**config.mk**
```make
export PLATFORM = sky130hd
export DESIGN_NAME = mni_wrfill_top
export DESIGN_NICKNAME = d
export VERILOG_FILES = /design/src/hw/mni_wrfill_pkg.sv /design/src/hw/pkt_rx_buffer.sv /design/src/hw/wrfill_sequencer.sv /design/src/hw/l2c_req_builder.sv /design/src/hw/mni_wrfill_top.sv
export VERILOG_INCLUDE_DIRS = /design/src /design/src/hw
export SDC_FILE = /design/constraint.sdc
export NUM_CORES = 1
export LEC_CHECK = 0
export BUFFER_PORTS_ARGS = -buffer_cell sky130_fd_sc_hd__buf_4
export CORE_MARGIN = 5
export CORE_UTILIZATION = 55
export DETAILED_ROUTE_END_ITERATION = 8
export HOLD_SLACK_MARGIN = 0.05
export PLACE_DENSITY_LB_ADDON = 0.08
export SLEW_MARGIN = 0
export SYNTH_ARGS = -nofsm -noshare
export SYNTH_HDL_FRONTEND = slang
export SYNTH_HIERARCHICAL = 1
export SYNTH_SLANG_ARGS = --single-unit
```
**constraint.sdc**
```tcl
create_clock -name clk_ni -period 6.4 [get_ports clk_ni]
set_input_delay 0.32 -clock clk_ni [delete_from_list [all_inputs] [get_ports clk_ni]]
set_output_delay 0.32 -clock clk_ni [all_outputs]
set_load 0.01 [all_outputs]
```
**src/hw/mni_wrfill_params.svh**
```systemverilog
// Width, depth, packet layout and opcode bit macros shared by the MNI write/fill RTL
`ifndef MNI_WRFILL_PARAMS_SVH
`define MNI_WRFILL_PARAMS_SVH

// ==========================================================================
// Data path widths
// ==========================================================================
`define MNI_HW_W          16
`define MNI_WORD_W        32
`define MNI_BUF_AW        6

// ==========================================================================
// Packet layout, in halfwords from the opcode
// ==========================================================================
`define MNI_OFS_ADR_HI    1
`define MNI_OFS_ADR_LO    2
`define MNI_OFS_DATA0     3

// Whole packet lengths for one word and for a 16-word line
`define MNI_LEN_WORD      5
`define MNI_LEN_LINE      35

// ==========================================================================
// Opcode fields
// ==========================================================================
`define MNI_OP_NOFILL_BIT 10
`define MNI_OP_CLEAN_BIT  12
`define MNI_OP_FAULT_BIT  13
// Size field in bits 1..0, anything else is a line
`define MNI_OP_SIZE_WORD  2'b10

`endif

```
**src/hw/mni_wrfill_pkg.sv**
```systemverilog
// Types shared by the MNI write/fill blocks, referenced by scoped name
`default_nettype none

package mni_wrfill_pkg;

  // Sequencer states
  typedef enum logic [3:0] {
    Idle,
    BufOpcode,
    BufAdrHigh,
    BufAdrLow,
    BufInitHigh,
    BufInitLow,
    BufLineData,
    MissAdrHigh,
    MissAdrLow,
    MissDataHigh,
    MissDataLow,
    ClrBusy
  } seq_state_e;

  // Where a halfword load into the request registers comes from
  typedef enum logic [1:0] {
    SrcNone,
    SrcBuf,
    SrcMiss
  } req_src_e;

endpackage

`default_nettype wire

```
**src/hw/pkt_rx_buffer.sv**
```systemverilog
// Receive buffer that stores incoming packet halfwords for the write/fill sequencer
`timescale 1ns/1ns
`default_nettype none
`include "mni_wrfill_params.svh"

module pkt_rx_buffer (
  input  logic                   clk_ni,
  input  logic                   rst_ni,
  input  logic                   i_in_valid,
  input  logic [`MNI_HW_W-1:0]   i_in_data,
  input  logic                   i_clr_busy,
  input  logic [`MNI_BUF_AW-1:0] i_rd_adr,
  output logic [`MNI_HW_W-1:0]   o_rd_data,
  output logic                   o_in_busy,
  output logic                   o_busy
);

  logic [`MNI_HW_W-1:0]   mem [0:(1 << `MNI_BUF_AW)-1];
  logic [`MNI_BUF_AW-1:0] wr_cnt_d;
  logic [`MNI_BUF_AW-1:0] wr_cnt_q;
  logic                   busy_d;
  logic                   busy_q;

  // ==========================================================================
  // Write side
  // ==========================================================================

  // A new word always wins over the clear strobe
  assign busy_d = i_in_valid ? 1'b1 :
                  i_clr_busy ? 1'b0 :
                               busy_q;

  // Count restarts whenever no packet is held
  assign wr_cnt_d = !busy_d    ? '0 :
                    i_in_valid ? wr_cnt_q + 1'b1 :
                                 wr_cnt_q;

  always_ff @(posedge clk_ni) begin
    if (rst_ni) begin
      busy_q   <= 1'b0;
      wr_cnt_q <= '0;
    end else begin
      busy_q   <= busy_d;
      wr_cnt_q <= wr_cnt_d;
    end
  end

  always_ff @(posedge clk_ni) begin
    if (i_in_valid) begin
      mem[wr_cnt_q] <= i_in_data;
    end
  end

  // ==========================================================================
  // Read side and status
  // ==========================================================================
  assign o_rd_data = mem[i_rd_adr];
  assign o_in_busy = busy_q;
  assign o_busy    = busy_q;

endmodule

`default_nettype wire

```
**src/hw/wrfill_sequencer.sv**
```systemverilog
// Write/fill FSM that decodes buffered packets and misses and steers the request loads
`timescale 1ns/1ns
`default_nettype none
`include "mni_wrfill_params.svh"

module wrfill_sequencer (
  input  logic                     clk_ni,
  input  logic                     rst_ni,
  input  logic                     i_busy,
  input  logic [`MNI_HW_W-1:0]     i_rd_data,
  input  logic                     i_miss_valid,
  input  logic                     i_stall,
  output logic [`MNI_BUF_AW-1:0]   o_rd_adr,
  output logic                     o_clr_busy,
  output logic                     o_miss_stall,
  output mni_wrfill_pkg::req_src_e o_adr_hi_src,
  output mni_wrfill_pkg::req_src_e o_adr_lo_src,
  output mni_wrfill_pkg::req_src_e o_data_hi_src,
  output mni_wrfill_pkg::req_src_e o_data_lo_src,
  output logic                     o_issue_fill,
  output logic                     o_issue_write,
  output logic                     o_fault,
  output logic                     o_dirty,
  output logic                     o_line
);

  mni_wrfill_pkg::seq_state_e state_d;
  mni_wrfill_pkg::seq_state_e state_q;

  logic [`MNI_BUF_AW-1:0] send_cnt_d;
  logic [`MNI_BUF_AW-1:0] send_cnt_q;
  logic                   send_end;
  logic                   fill_q;
  logic                   dirty_q;
  logic                   fault_q;
  logic                   line_q;

  // Last halfword of a line packet
  assign send_end = (send_cnt_q == `MNI_BUF_AW'(`MNI_LEN_LINE - 1));

  // ==========================================================================
  // FSM
  // ==========================================================================
  always_comb begin
    state_d = state_q;
    case (state_q)
      // Miss is served ahead of a buffered packet
      mni_wrfill_pkg::Idle: begin
        if (i_miss_valid)
          state_d = mni_wrfill_pkg::MissAdrHigh;
        else if (i_busy)
          state_d = mni_wrfill_pkg::BufOpcode;
      end
      mni_wrfill_pkg::BufOpcode:    state_d = mni_wrfill_pkg::BufAdrHigh;
      mni_wrfill_pkg::BufAdrHigh:   state_d = mni_wrfill_pkg::BufAdrLow;
      mni_wrfill_pkg::BufAdrLow:    state_d = mni_wrfill_pkg::BufInitHigh;
      mni_wrfill_pkg::BufInitHigh:  state_d = mni_wrfill_pkg::BufInitLow;
      mni_wrfill_pkg::BufInitLow: begin
        if (!i_stall)
          state_d = line_q ? mni_wrfill_pkg::BufLineData : mni_wrfill_pkg::ClrBusy;
      end
      mni_wrfill_pkg::BufLineData: begin
        if (send_end)
          state_d = mni_wrfill_pkg::ClrBusy;
      end
      mni_wrfill_pkg::MissAdrHigh:  state_d = mni_wrfill_pkg::MissAdrLow;
      mni_wrfill_pkg::MissAdrLow:   state_d = mni_wrfill_pkg::MissDataHigh;
      mni_wrfill_pkg::MissDataHigh: state_d = mni_wrfill_pkg::MissDataLow;
      mni_wrfill_pkg::MissDataLow: begin
        if (!i_stall)
          state_d = mni_wrfill_pkg::Idle;
      end
      default: state_d = mni_wrfill_pkg::Idle;
    endcase
  end

  // Line data starts right after the first word of the packet
  assign send_cnt_d = (state_q == mni_wrfill_pkg::BufInitLow)  ? `MNI_BUF_AW'(`MNI_LEN_WORD) :
                      (state_q == mni_wrfill_pkg::BufLineData) ? send_cnt_q + 1'b1 :
                                                                 send_cnt_q;

  always_ff @(posedge clk_ni) begin
    if (rst_ni) begin
      state_q    <= mni_wrfill_pkg::Idle;
      send_cnt_q <= '0;
      fill_q     <= 1'b0;
      dirty_q    <= 1'b0;
      fault_q    <= 1'b0;
      line_q     <= 1'b0;
    end else begin
      state_q    <= state_d;
      send_cnt_q <= send_cnt_d;
      if (state_q == mni_wrfill_pkg::BufOpcode) begin
        fill_q  <= !i_rd_data[`MNI_OP_NOFILL_BIT];
        dirty_q <= !i_rd_data[`MNI_OP_CLEAN_BIT];
        fault_q <= i_rd_data[`MNI_OP_FAULT_BIT];
        line_q  <= (i_rd_data[1:0] != `MNI_OP_SIZE_WORD);
      end else if (state_q == mni_wrfill_pkg::MissAdrHigh) begin
        // Miss is always a clean single-word fill
        fill_q  <= 1'b0;
        dirty_q <= 1'b0;
        fault_q <= 1'b0;
        line_q  <= 1'b0;
      end
    end
  end

  // ==========================================================================
  // Buffer reads and request loads
  // ==========================================================================
  always_comb begin
    case (state_q)
      mni_wrfill_pkg::BufAdrHigh:  o_rd_adr = `MNI_BUF_AW'(`MNI_OFS_ADR_HI);
      mni_wrfill_pkg::BufAdrLow:   o_rd_adr = `MNI_BUF_AW'(`MNI_OFS_ADR_LO);
      mni_wrfill_pkg::BufInitHigh: o_rd_adr = `MNI_BUF_AW'(`MNI_OFS_DATA0);
      mni_wrfill_pkg::BufInitLow:  o_rd_adr = `MNI_BUF_AW'(`MNI_OFS_DATA0 + 1);
      mni_wrfill_pkg::BufLineData: o_rd_adr = send_cnt_q;
      default:                     o_rd_adr = '0;
    endcase
  end

  always_comb begin
    o_adr_hi_src  = mni_wrfill_pkg::SrcNone;
    o_adr_lo_src  = mni_wrfill_pkg::SrcNone;
    o_data_hi_src = mni_wrfill_pkg::SrcNone;
    o_data_lo_src = mni_wrfill_pkg::SrcNone;
    case (state_q)
      mni_wrfill_pkg::BufAdrHigh:   o_adr_hi_src  = mni_wrfill_pkg::SrcBuf;
      mni_wrfill_pkg::BufAdrLow:    o_adr_lo_src  = mni_wrfill_pkg::SrcBuf;
      mni_wrfill_pkg::BufInitHigh:  o_data_hi_src = mni_wrfill_pkg::SrcBuf;
      mni_wrfill_pkg::BufInitLow:   o_data_lo_src = mni_wrfill_pkg::SrcBuf;
      mni_wrfill_pkg::MissAdrHigh:  o_adr_hi_src  = mni_wrfill_pkg::SrcMiss;
      mni_wrfill_pkg::MissAdrLow:   o_adr_lo_src  = mni_wrfill_pkg::SrcMiss;
      mni_wrfill_pkg::MissDataHigh: o_data_hi_src = mni_wrfill_pkg::SrcMiss;
      mni_wrfill_pkg::MissDataLow:  o_data_lo_src = mni_wrfill_pkg::SrcMiss;
      // Odd offsets are high halves
      mni_wrfill_pkg::BufLineData: begin
        if (send_cnt_q[0])
          o_data_hi_src = mni_wrfill_pkg::SrcBuf;
        else
          o_data_lo_src = mni_wrfill_pkg::SrcBuf;
      end
      default: ;
    endcase
  end

  // ==========================================================================
  // Outputs
  // ==========================================================================
  assign o_issue_fill  = ((state_q == mni_wrfill_pkg::BufInitLow) && fill_q) ||
                         (state_q == mni_wrfill_pkg::MissDataLow);
  assign o_issue_write = (state_q == mni_wrfill_pkg::BufInitLow) && !fill_q;
  assign o_clr_busy    = (state_q == mni_wrfill_pkg::ClrBusy);

  // Last miss halfword is taken only once the fill is accepted
  assign o_miss_stall = !((state_q == mni_wrfill_pkg::MissAdrHigh) ||
                          (state_q == mni_wrfill_pkg::MissAdrLow) ||
                          (state_q == mni_wrfill_pkg::MissDataHigh) ||
                          ((state_q == mni_wrfill_pkg::MissDataLow) && !i_stall));

  assign o_fault = fault_q;
  assign o_dirty = dirty_q;
  assign o_line  = line_q;

endmodule

`default_nettype wire

```
**src/hw/l2c_req_builder.sv**
```systemverilog
// Request register block that assembles L2 fill and write requests from halfword loads
`timescale 1ns/1ns
`default_nettype none
`include "mni_wrfill_params.svh"

module l2c_req_builder (
  input  logic                     clk_ni,
  input  logic                     rst_ni,
  input  logic [`MNI_HW_W-1:0]     i_rd_data,
  input  logic [`MNI_HW_W-1:0]     i_miss_data,
  input  mni_wrfill_pkg::req_src_e i_adr_hi_src,
  input  mni_wrfill_pkg::req_src_e i_adr_lo_src,
  input  mni_wrfill_pkg::req_src_e i_data_hi_src,
  input  mni_wrfill_pkg::req_src_e i_data_lo_src,
  input  logic                     i_issue_fill,
  input  logic                     i_issue_write,
  input  logic                     i_fault,
  input  logic                     i_dirty,
  input  logic                     i_line,
  input  logic                     i_l2c_fill_stall,
  input  logic                     i_l2c_write_stall,
  output logic                     o_stall,
  output logic                     o_l2c_fill_valid,
  output logic                     o_l2c_write_valid,
  output logic [`MNI_WORD_W-1:0]   o_l2c_adr,
  output logic [`MNI_WORD_W-1:0]   o_l2c_data,
  output logic [3:0]               o_l2c_fill_len,
  output logic                     o_l2c_fill_fault,
  output logic                     o_l2c_write_dirty
);

  logic [`MNI_WORD_W-1:0] adr_q;
  logic [`MNI_WORD_W-1:0] data_q;
  logic                   fill_valid_q;
  logic                   write_valid_q;

  // Next value of one halfword register
  function automatic logic [`MNI_HW_W-1:0] pick_half(
    input mni_wrfill_pkg::req_src_e src,
    input logic [`MNI_HW_W-1:0]     cur
  );
    case (src)
      mni_wrfill_pkg::SrcBuf:  pick_half = i_rd_data;
      mni_wrfill_pkg::SrcMiss: pick_half = i_miss_data;
      default:                 pick_half = cur;
    endcase
  endfunction

  // ==========================================================================
  // Address and data
  // ==========================================================================
  always_ff @(posedge clk_ni) begin
    adr_q[`MNI_WORD_W-1:`MNI_HW_W]  <= pick_half(i_adr_hi_src, adr_q[`MNI_WORD_W-1:`MNI_HW_W]);
    adr_q[`MNI_HW_W-1:0]            <= pick_half(i_adr_lo_src, adr_q[`MNI_HW_W-1:0]);
    data_q[`MNI_WORD_W-1:`MNI_HW_W] <= pick_half(i_data_hi_src, data_q[`MNI_WORD_W-1:`MNI_HW_W]);
    data_q[`MNI_HW_W-1:0]           <= pick_half(i_data_lo_src, data_q[`MNI_HW_W-1:0]);
  end

  // ==========================================================================
  // Request strobes
  // ==========================================================================
  always_ff @(posedge clk_ni) begin
    if (rst_ni) begin
      fill_valid_q  <= 1'b0;
      write_valid_q <= 1'b0;
    end else begin
      fill_valid_q  <= i_issue_fill;
      write_valid_q <= i_issue_write;
    end
  end

  // Back-pressure follows the request being issued
  assign o_stall = (i_issue_fill && i_l2c_fill_stall) ||
                   (i_issue_write && i_l2c_write_stall);

  assign o_l2c_fill_valid  = fill_valid_q;
  assign o_l2c_write_valid = write_valid_q;
  assign o_l2c_adr         = adr_q;
  assign o_l2c_data        = data_q;
  assign o_l2c_fill_len    = {4{i_line}};
  assign o_l2c_fill_fault  = i_fault;
  assign o_l2c_write_dirty = i_dirty;

endmodule

`default_nettype wire

```
**src/hw/mni_wrfill_top.sv**
```systemverilog
// Top level of the MNI write/fill path from packet and miss ports to the L2 cache
`timescale 1ns/1ns
`default_nettype none
`include "mni_wrfill_params.svh"

module mni_wrfill_top (
  input  logic                   clk_ni,
  input  logic                   rst_ni,
  // In port
  input  logic                   i_in_valid,
  input  logic [`MNI_HW_W-1:0]   i_in_data,
  output logic                   o_in_busy,
  // Miss port
  input  logic                   i_miss_valid,
  input  logic [`MNI_HW_W-1:0]   i_miss_data,
  output logic                   o_miss_stall,
  // L2 fill request
  output logic                   o_l2c_fill_valid,
  output logic [`MNI_WORD_W-1:0] o_l2c_fill_adr,
  output logic [3:0]             o_l2c_fill_len,
  output logic                   o_l2c_fill_fault,
  input  logic                   i_l2c_fill_stall,
  // L2 write request
  output logic                   o_l2c_write_valid,
  output logic [`MNI_WORD_W-1:0] o_l2c_write_adr,
  output logic                   o_l2c_write_dirty,
  input  logic                   i_l2c_write_stall,
  // Shared data
  output logic [`MNI_WORD_W-1:0] o_l2c_data
);

  logic                     rx_busy;
  logic [`MNI_HW_W-1:0]     rd_data;
  logic [`MNI_BUF_AW-1:0]   rd_adr;
  logic                     clr_busy;
  logic                     stall;
  mni_wrfill_pkg::req_src_e adr_hi_src;
  mni_wrfill_pkg::req_src_e adr_lo_src;
  mni_wrfill_pkg::req_src_e data_hi_src;
  mni_wrfill_pkg::req_src_e data_lo_src;
  logic                     issue_fill;
  logic                     issue_write;
  logic                     fault;
  logic                     dirty;
  logic                     line;
  logic [`MNI_WORD_W-1:0]   l2c_adr;

  pkt_rx_buffer pkt_rx_buffer_i (
    .clk_ni     (clk_ni),
    .rst_ni     (rst_ni),
    .i_in_valid (i_in_valid),
    .i_in_data  (i_in_data),
    .i_clr_busy (clr_busy),
    .i_rd_adr   (rd_adr),
    .o_rd_data  (rd_data),
    .o_in_busy  (o_in_busy),
    .o_busy     (rx_busy)
  );

  wrfill_sequencer wrfill_sequencer_i (
    .clk_ni        (clk_ni),
    .rst_ni        (rst_ni),
    .i_busy        (rx_busy),
    .i_rd_data     (rd_data),
    .i_miss_valid  (i_miss_valid),
    .i_stall       (stall),
    .o_rd_adr      (rd_adr),
    .o_clr_busy    (clr_busy),
    .o_miss_stall  (o_miss_stall),
    .o_adr_hi_src  (adr_hi_src),
    .o_adr_lo_src  (adr_lo_src),
    .o_data_hi_src (data_hi_src),
    .o_data_lo_src (data_lo_src),
    .o_issue_fill  (issue_fill),
    .o_issue_write (issue_write),
    .o_fault       (fault),
    .o_dirty       (dirty),
    .o_line        (line)
  );

  l2c_req_builder l2c_req_builder_i (
    .clk_ni            (clk_ni),
    .rst_ni            (rst_ni),
    .i_rd_data         (rd_data),
    .i_miss_data       (i_miss_data),
    .i_adr_hi_src      (adr_hi_src),
    .i_adr_lo_src      (adr_lo_src),
    .i_data_hi_src     (data_hi_src),
    .i_data_lo_src     (data_lo_src),
    .i_issue_fill      (issue_fill),
    .i_issue_write     (issue_write),
    .i_fault           (fault),
    .i_dirty           (dirty),
    .i_line            (line),
    .i_l2c_fill_stall  (i_l2c_fill_stall),
    .i_l2c_write_stall (i_l2c_write_stall),
    .o_stall           (stall),
    .o_l2c_fill_valid  (o_l2c_fill_valid),
    .o_l2c_write_valid (o_l2c_write_valid),
    .o_l2c_adr         (l2c_adr),
    .o_l2c_data        (o_l2c_data),
    .o_l2c_fill_len    (o_l2c_fill_len),
    .o_l2c_fill_fault  (o_l2c_fill_fault),
    .o_l2c_write_dirty (o_l2c_write_dirty)
  );

  // One address register serves both request kinds
  assign o_l2c_fill_adr  = l2c_adr;
  assign o_l2c_write_adr = l2c_adr;

endmodule

`default_nettype wire

```
== Word level (Yosys, flattened, before mapping) ==
Memories as Yosys holds them, arrays and structs flattened.
Cells that the tools add are included.
Word-level totals
  flip-flop bits (word level): 87
  memory bits (writable): 1024
  output and inout port bits: 106
  logic and storage cells: 98
  memories: 1
Cells by class
  add/sub/neg operators: 2
  equality and inequality tests: 25
  multiplexer cells: 29
  bitwise operators: 1
  reduce and logical (&&, ||, !) cells: 25
Memory list
  pkt_rx_buffer_i.mem: depth 64, width 16, read ports 1, clocked after memory_dff 0, write ports 1, RTL line pkt_rx_buffer.sv:18  | logic [`MNI_HW_W-1:0] mem [0:(1 << `MNI_BUF_AW)-1];
Operator list (count)
  $pmux 16 s2: 4
  $pmux 4 s11: 1
  $pmux 6 s5: 1
  $mux 4: 6
  $eq 4x3->1 const B: 4
  $eq 4x4->1 const B: 4
  $add 6x1->6 const B: 2
  $pmux 2 s3: 2
  $reduce_bool 2->1: 6
  $mux 1: 11
  $eq 2x1->1 const B: 4
  $eq 2x2->1 const B: 4
  $eq 4x2->1 const B: 2
  $pmux 2 s2: 2
  $eq 6x6->1 const B: 1
  $mux 3: 2
  $ne 2x2->1 const B: 3
  $logic_and 1x1->1: 5
  $logic_not 1->1: 5
  $logic_or 1x1->1: 5
  $eq 4x1->1 const B: 1
  $logic_not 4->1: 1
  $reduce_and 4->1: 1
  $reduce_or 2->1: 2
  other kinds (3): 3

== Longest topological paths before layout ==
  depth after elaboration: 9
  depth in mapped cells: 18
  depth with buffers taken out: 13

== Cells and area by module ==
The synthesis kept the hierarchy.
Modules (own cells, without submodules)
  pkt_rx_buffer: times used 1, cells each 1861, area an instance 39764.4 µm², seq. area each 30889.6 µm²
  l2c_req_builder: times used 1, cells each 159, area an instance 3104.2 µm², seq. area each 1961.9 µm²
  wrfill_sequencer: times used 1, cells each 132, area an instance 984.7 µm², seq. area each 280.3 µm²
  mni_wrfill_top: times used 1, cells each 32, area an instance 240.2 µm², seq. area each 0.0 µm²

== Least setup slack after synthesis ==
OpenSTA, ideal clock, no wires.
  kind: reg-to-reg
  start point: register wrfill_sequencer_i.state_q[1]
  end point: register wrfill_sequencer_i.line_q, in the netlist wrfill_sequencer_i/o_line
  library setup time: 65 ps
  arrival: 3114 ps
  data required time: 6335 ps
  path slack: 3221 ps
  stages on the path, launching flop included: 18
  period minus slack after synthesis: 3179 ps
  cell sequence: dfxtp_1 clkbuf_1 nand2b_1 nor3_1 or2_1 buf_6 buf_12 buf_6 buf_6 mux4_2 a22oi_1 nand3_1 nand3_1 nor2_1 nor2b_1 o31ai_1 a22oi_1 nor2_1
On the way
  word-level cells in the longest chain between the ends: 5
  elaborated cells on any way between the ends: 12
  those cells by class: eq/ne (8); mux (2); reduce/logical (1); memory (1)
Ends and longest elaborated chain
  from (decl): RTL line wrfill_sequencer.sv:28  | mni_wrfill_pkg::seq_state_e state_q;
  from (signal assigned): RTL line wrfill_sequencer.sv:84  | state_q <= mni_wrfill_pkg::Idle;
  from (signal assigned): RTL line wrfill_sequencer.sv:91  | state_q <= state_d;
  $eq 4x3->1 / $eq 4x2->1 (equally long branches): RTL line wrfill_sequencer.sv:112  | case (state_q)
  $pmux 6 s5 (*): RTL line wrfill_sequencer.sv:112
  net rd_adr[0]: RTL line mni_wrfill_top.sv:34  | logic [`MNI_BUF_AW-1:0] rd_adr;
  $mem_v2 64x16 (*)
  net rd_data[1]: RTL line mni_wrfill_top.sv:33  | logic [`MNI_HW_W-1:0] rd_data;
  $ne 2x2->1 (no line) (*)
  $mux 1 (*): RTL line wrfill_sequencer.sv:93  | if (state_q == mni_wrfill_pkg::BufOpcode) begin
  to (signal assigned): RTL line wrfill_sequencer.sv:97  | line_q <= (i_rd_data[1:0] != `MNI_OP_SIZE_WORD);
  to (decl): RTL line wrfill_sequencer.sv:36  | logic line_q;
Mark *: on every way through the listed nets, which the timed path passes. The rest lies on a longest branch.
A chain may end at the register's enable or synchronous reset.

== Worst setup path after layout ==
  start point: register wrfill_sequencer_i.state_q[2]
  end point: register wrfill_sequencer_i.line_q, in the netlist wrfill_sequencer_i/o_line
The elaborated chain is that of the path after synthesis.

==> run summary <==
outcome -> finished, final reports clean
top-area cell type share of the netlist area -> 74.1%
Rel. slew slack -> 21.9%
slew at the pin closest to its max-slew limit -> 1170 ps
Min Hold Slack -> 168 ps
critical-path cell list -> and4bb_2, nand2_1, nand2_4, buf_4, mux4_2, o22ai_1, or4_1, a211oi_1, nor2b_1, o31ai_1, a22oi_1, nor2_1
top-count cell post-synth -> edfxtp_1
vias -> 22,300
syn nets -> 2,229
CTS Buffer Depth -> 3
die height -> 293 µm
Top Ports -> 144
DR iter-0 viols -> 2,247
drt pass-1 iters -> 5
first-pass GRT wire length -> 157,000 µm
vias in the first global route -> 22,100
fin crit period -> 5080 ps
top post-synthesis cells by area -> edfxtp_1, mux4_2, mux2_2, mux2_4, mux2i_1
DPL Wire Length -> 65,000 µm
root cell of the clock tree -> clkbuf_16
die area -> 85,900 µm²
clk slew on worst S/H paths -> 60 ps
Inserted Clock Buffers -> 111
critical path type -> reg -> reg
register area share after synthesis -> 75.1%
final net count -> 2,433
CP Launch Point -> wrfill_sequencer_i/state_q[2]$_SDFFE_PP0P_
met3 Use GR -> 3.49%
maxcap violations -> 0
GR peak layer -> met2
DRT Wirelength -> 108,000 µm
f_max -> 197 MHz
Setup Buffers After CTS -> 0
P&R area growth vs syn -> 13.6%
dpl ws -> 1370 ps
Synth Instances -> 2,184
# setup viols final -> 0
Antenna Nets Post-Route -> 0
final setup skew -> 27.8 ps
Die Wd -> 293 µm
Hold Vio Cnt, Final -> 0
FILL cells -> 5,485
max-slew violations -> 0
Pleak -> 15.8 nW
worst hold path startpoint -> i_miss_valid
Initial Util -> 55.6%
GRT Overall Usage -> 25.0%
PortBufs -> 143
largest net degree at the start of global routing -> 88
CP max stage cell -> a211oi_1
VDD IR max -> 0.362 mV
Mapped Area -> 44,100 µm²
M2 GR Usage -> 39.7%
CORE AREA -> 79,300 µm²
met1 Use GR -> 38.1%
Primary FF master, synth -> edfxtp_1
synth unique cells -> 68
RePlAce Congestion -> 0.852
Worst EP arrival -> 5690 ps
clk_lat worst skew -> 690 ps
total number of yosys warnings -> 6
Crit path required time -> 7010 ps
DRC -> 0
CTS tree -> done
Critical Path Fanout Max -> 40
final worst setup slack -> 1320 ps
Post-synth EDFFs -> 1,088
flops & latches, synth -> 1,111
most common library cells after synthesis -> edfxtp_1, mux4_2, nor2_1
routed wire length per instance -> 30.5 µm
syn_area_per_cell -> 20.2 µm²
post-layout instance count excluding filler cells -> 3,534
largest stage delay on the critical path -> 830 ps
Async S/R FF share, synth -> 0%
cell row count -> 103
CP Launch Type -> flop
Tcrit/Tclk final -> 79.3%
vias per inst -> 6.32
cts repair resizes -> 0
GRT overflow -> 0
dpl cells -> 3,307
# clock sinks -> 1,111
Cell Pwr Density -> 400 nW/µm²
initial antenna violation count -> 1
CTS H-tree lvls -> 3
Design Power -> 0.0201 W
worst hold path class -> in -> reg
Synth area leader -> edfxtp_1
Critical Path Sink Type -> flop
launch point of the worst reg-to-reg path -> wrfill_sequencer_i/state_q[2]$_SDFFE_PP0P_
layout cells sized above 1 -> 30.6%
total negative slack -> 0 ps
RSZ-0062 raised after global routing -> false
critical path, delay by kind of cell, from the launching register on:
kind	cells	cell delay, ps
compound gates	4	1320
simple gates	6	2050
buf+inv	1	460
mux	1	270
flops	1	810
final cells by class:
cell class	instances	area (µm²)	area share (%)
diodes	2	5.00	0.00999
multi-input cells	900	9940	19.8
clock buffers	127	2840	5.67
clock inverters	80	822	1.64
flip-flops and latches	1111	33100	66.1
inverters	14	52.6	0.105
repair buffers	250	1980	3.96
well taps	1050	1310	2.62
state kept, by name, summed over array words and instances (netlist names), 4 cells and up:
name and flops:
pkt_rx_buffer_i/wr_cnt_q 6, l2c_req_builder_i/o_l2c_data 32, pkt_rx_buffer_i/mem 1024, wrfill_sequencer_i/state_q 4, l2c_req_builder_i/o_l2c_adr 32, wrfill_sequencer_i/send_cnt_q 6
placed cells by master (no fill, tap or decap), types with 6 or more instances in the layout:
cell type / synthesis / routed
mux4_2: 210 / 210
clkinv_1: 0 / 26
clkinvlp_4: 0 / 7
mux2_4: 40 / 40
nor3_1: 11 / 6
nor2b_1: 19 / 16
clkbuf_16: 0 / 111
nor2_1: 93 / 93
bufinv_16: 0 / 13
or4_1: 6 / 6
nand4b_1: 6 / 6
o22ai_1: 42 / 42
and2_1: 8 / 7
nand2b_1: 9 / 9
dlygate4sd3_1: 0 / 18
nand2_1: 61 / 60
xor2_1: 6 / 6
a22o_1: 9 / 9
a211oi_1: 9 / 9
inv_1: 12 / 12
a21oi_1: 36 / 36
nand4_1: 7 / 7
ha_1: 7 / 7
buf_4: 54 / 227
mux2_2: 78 / 78
o21ai_0: 15 / 15
a221oi_1: 20 / 20
nor4_1: 8 / 8
o221ai_1: 10 / 10
mux2i_1: 52 / 52
dfxtp_1: 23 / 23
edfxtp_1: 1088 / 1088
clkinv_2: 0 / 25
a22oi_1: 30 / 30
clkbuf_1: 43 / 16
nand3_1: 39 / 39
per-layer routing:
metal | share of wire, % | vias to the layer above
met3 | 7.3 | 126
met4 | 1.9 | 2
met2 | 49 | 860
li1 | - | 9381
met1 | 42 | 11900
met5 | 0.012 | -
path summary, 6_finish.rpt:
path	endpoint	slack [ps]	cells past startpoint
hold reg to reg	wrfill_sequencer_i/o_fault$_SDFFE_PP0P_	480	2
setup reg to reg	wrfill_sequencer_i/o_line$_SDFFE_PP0P_	1320	12
hold / removal	wrfill_sequencer_i/state_q[1]$_SDFFE_PP0P_	170	5
setup / recovery	wrfill_sequencer_i/o_line$_SDFFE_PP0P_	1320	12
kinds of logic after synthesis:
kind of cell,after synthesis,share of synthesized area [%]
XOR/XNOR,7,0.139
AND/OR/NAND/NOR,309,3.64
AO/OA/AOI/OAI,197,3.09
buffers and inverters,173,2.53
multiplexers,380,15.3
flip-flops,1111,75.1
adder cells (fa/ha/maj),7,0.199
metrics by stage:
stage / area (µm²) / utilization, %
2_1_floorplan: 44100 / -
6_report: 50100 / 63.2
4_1_cts: 50100 / 63.2
5_1_grt: 50100 / 63.2
3_3_place_gp: 46200 / 58.3
3_5_place_dp: 46200 / 58.3
report_power, final:
group | switching [W] | internal [W]
combinational | 0.00264 | 0.00248
clock | 0.00273 | 0.00372
sequential | 0.000150 | 0.00833
total | 0.00553 | 0.0145
what timing repair did:
action                                 CTS  global route
hold buffers                            18             0
endpoints found under the hold margin   77             0
setup endpoints to repair                0             0
Power figures use the tool's default switching activity.
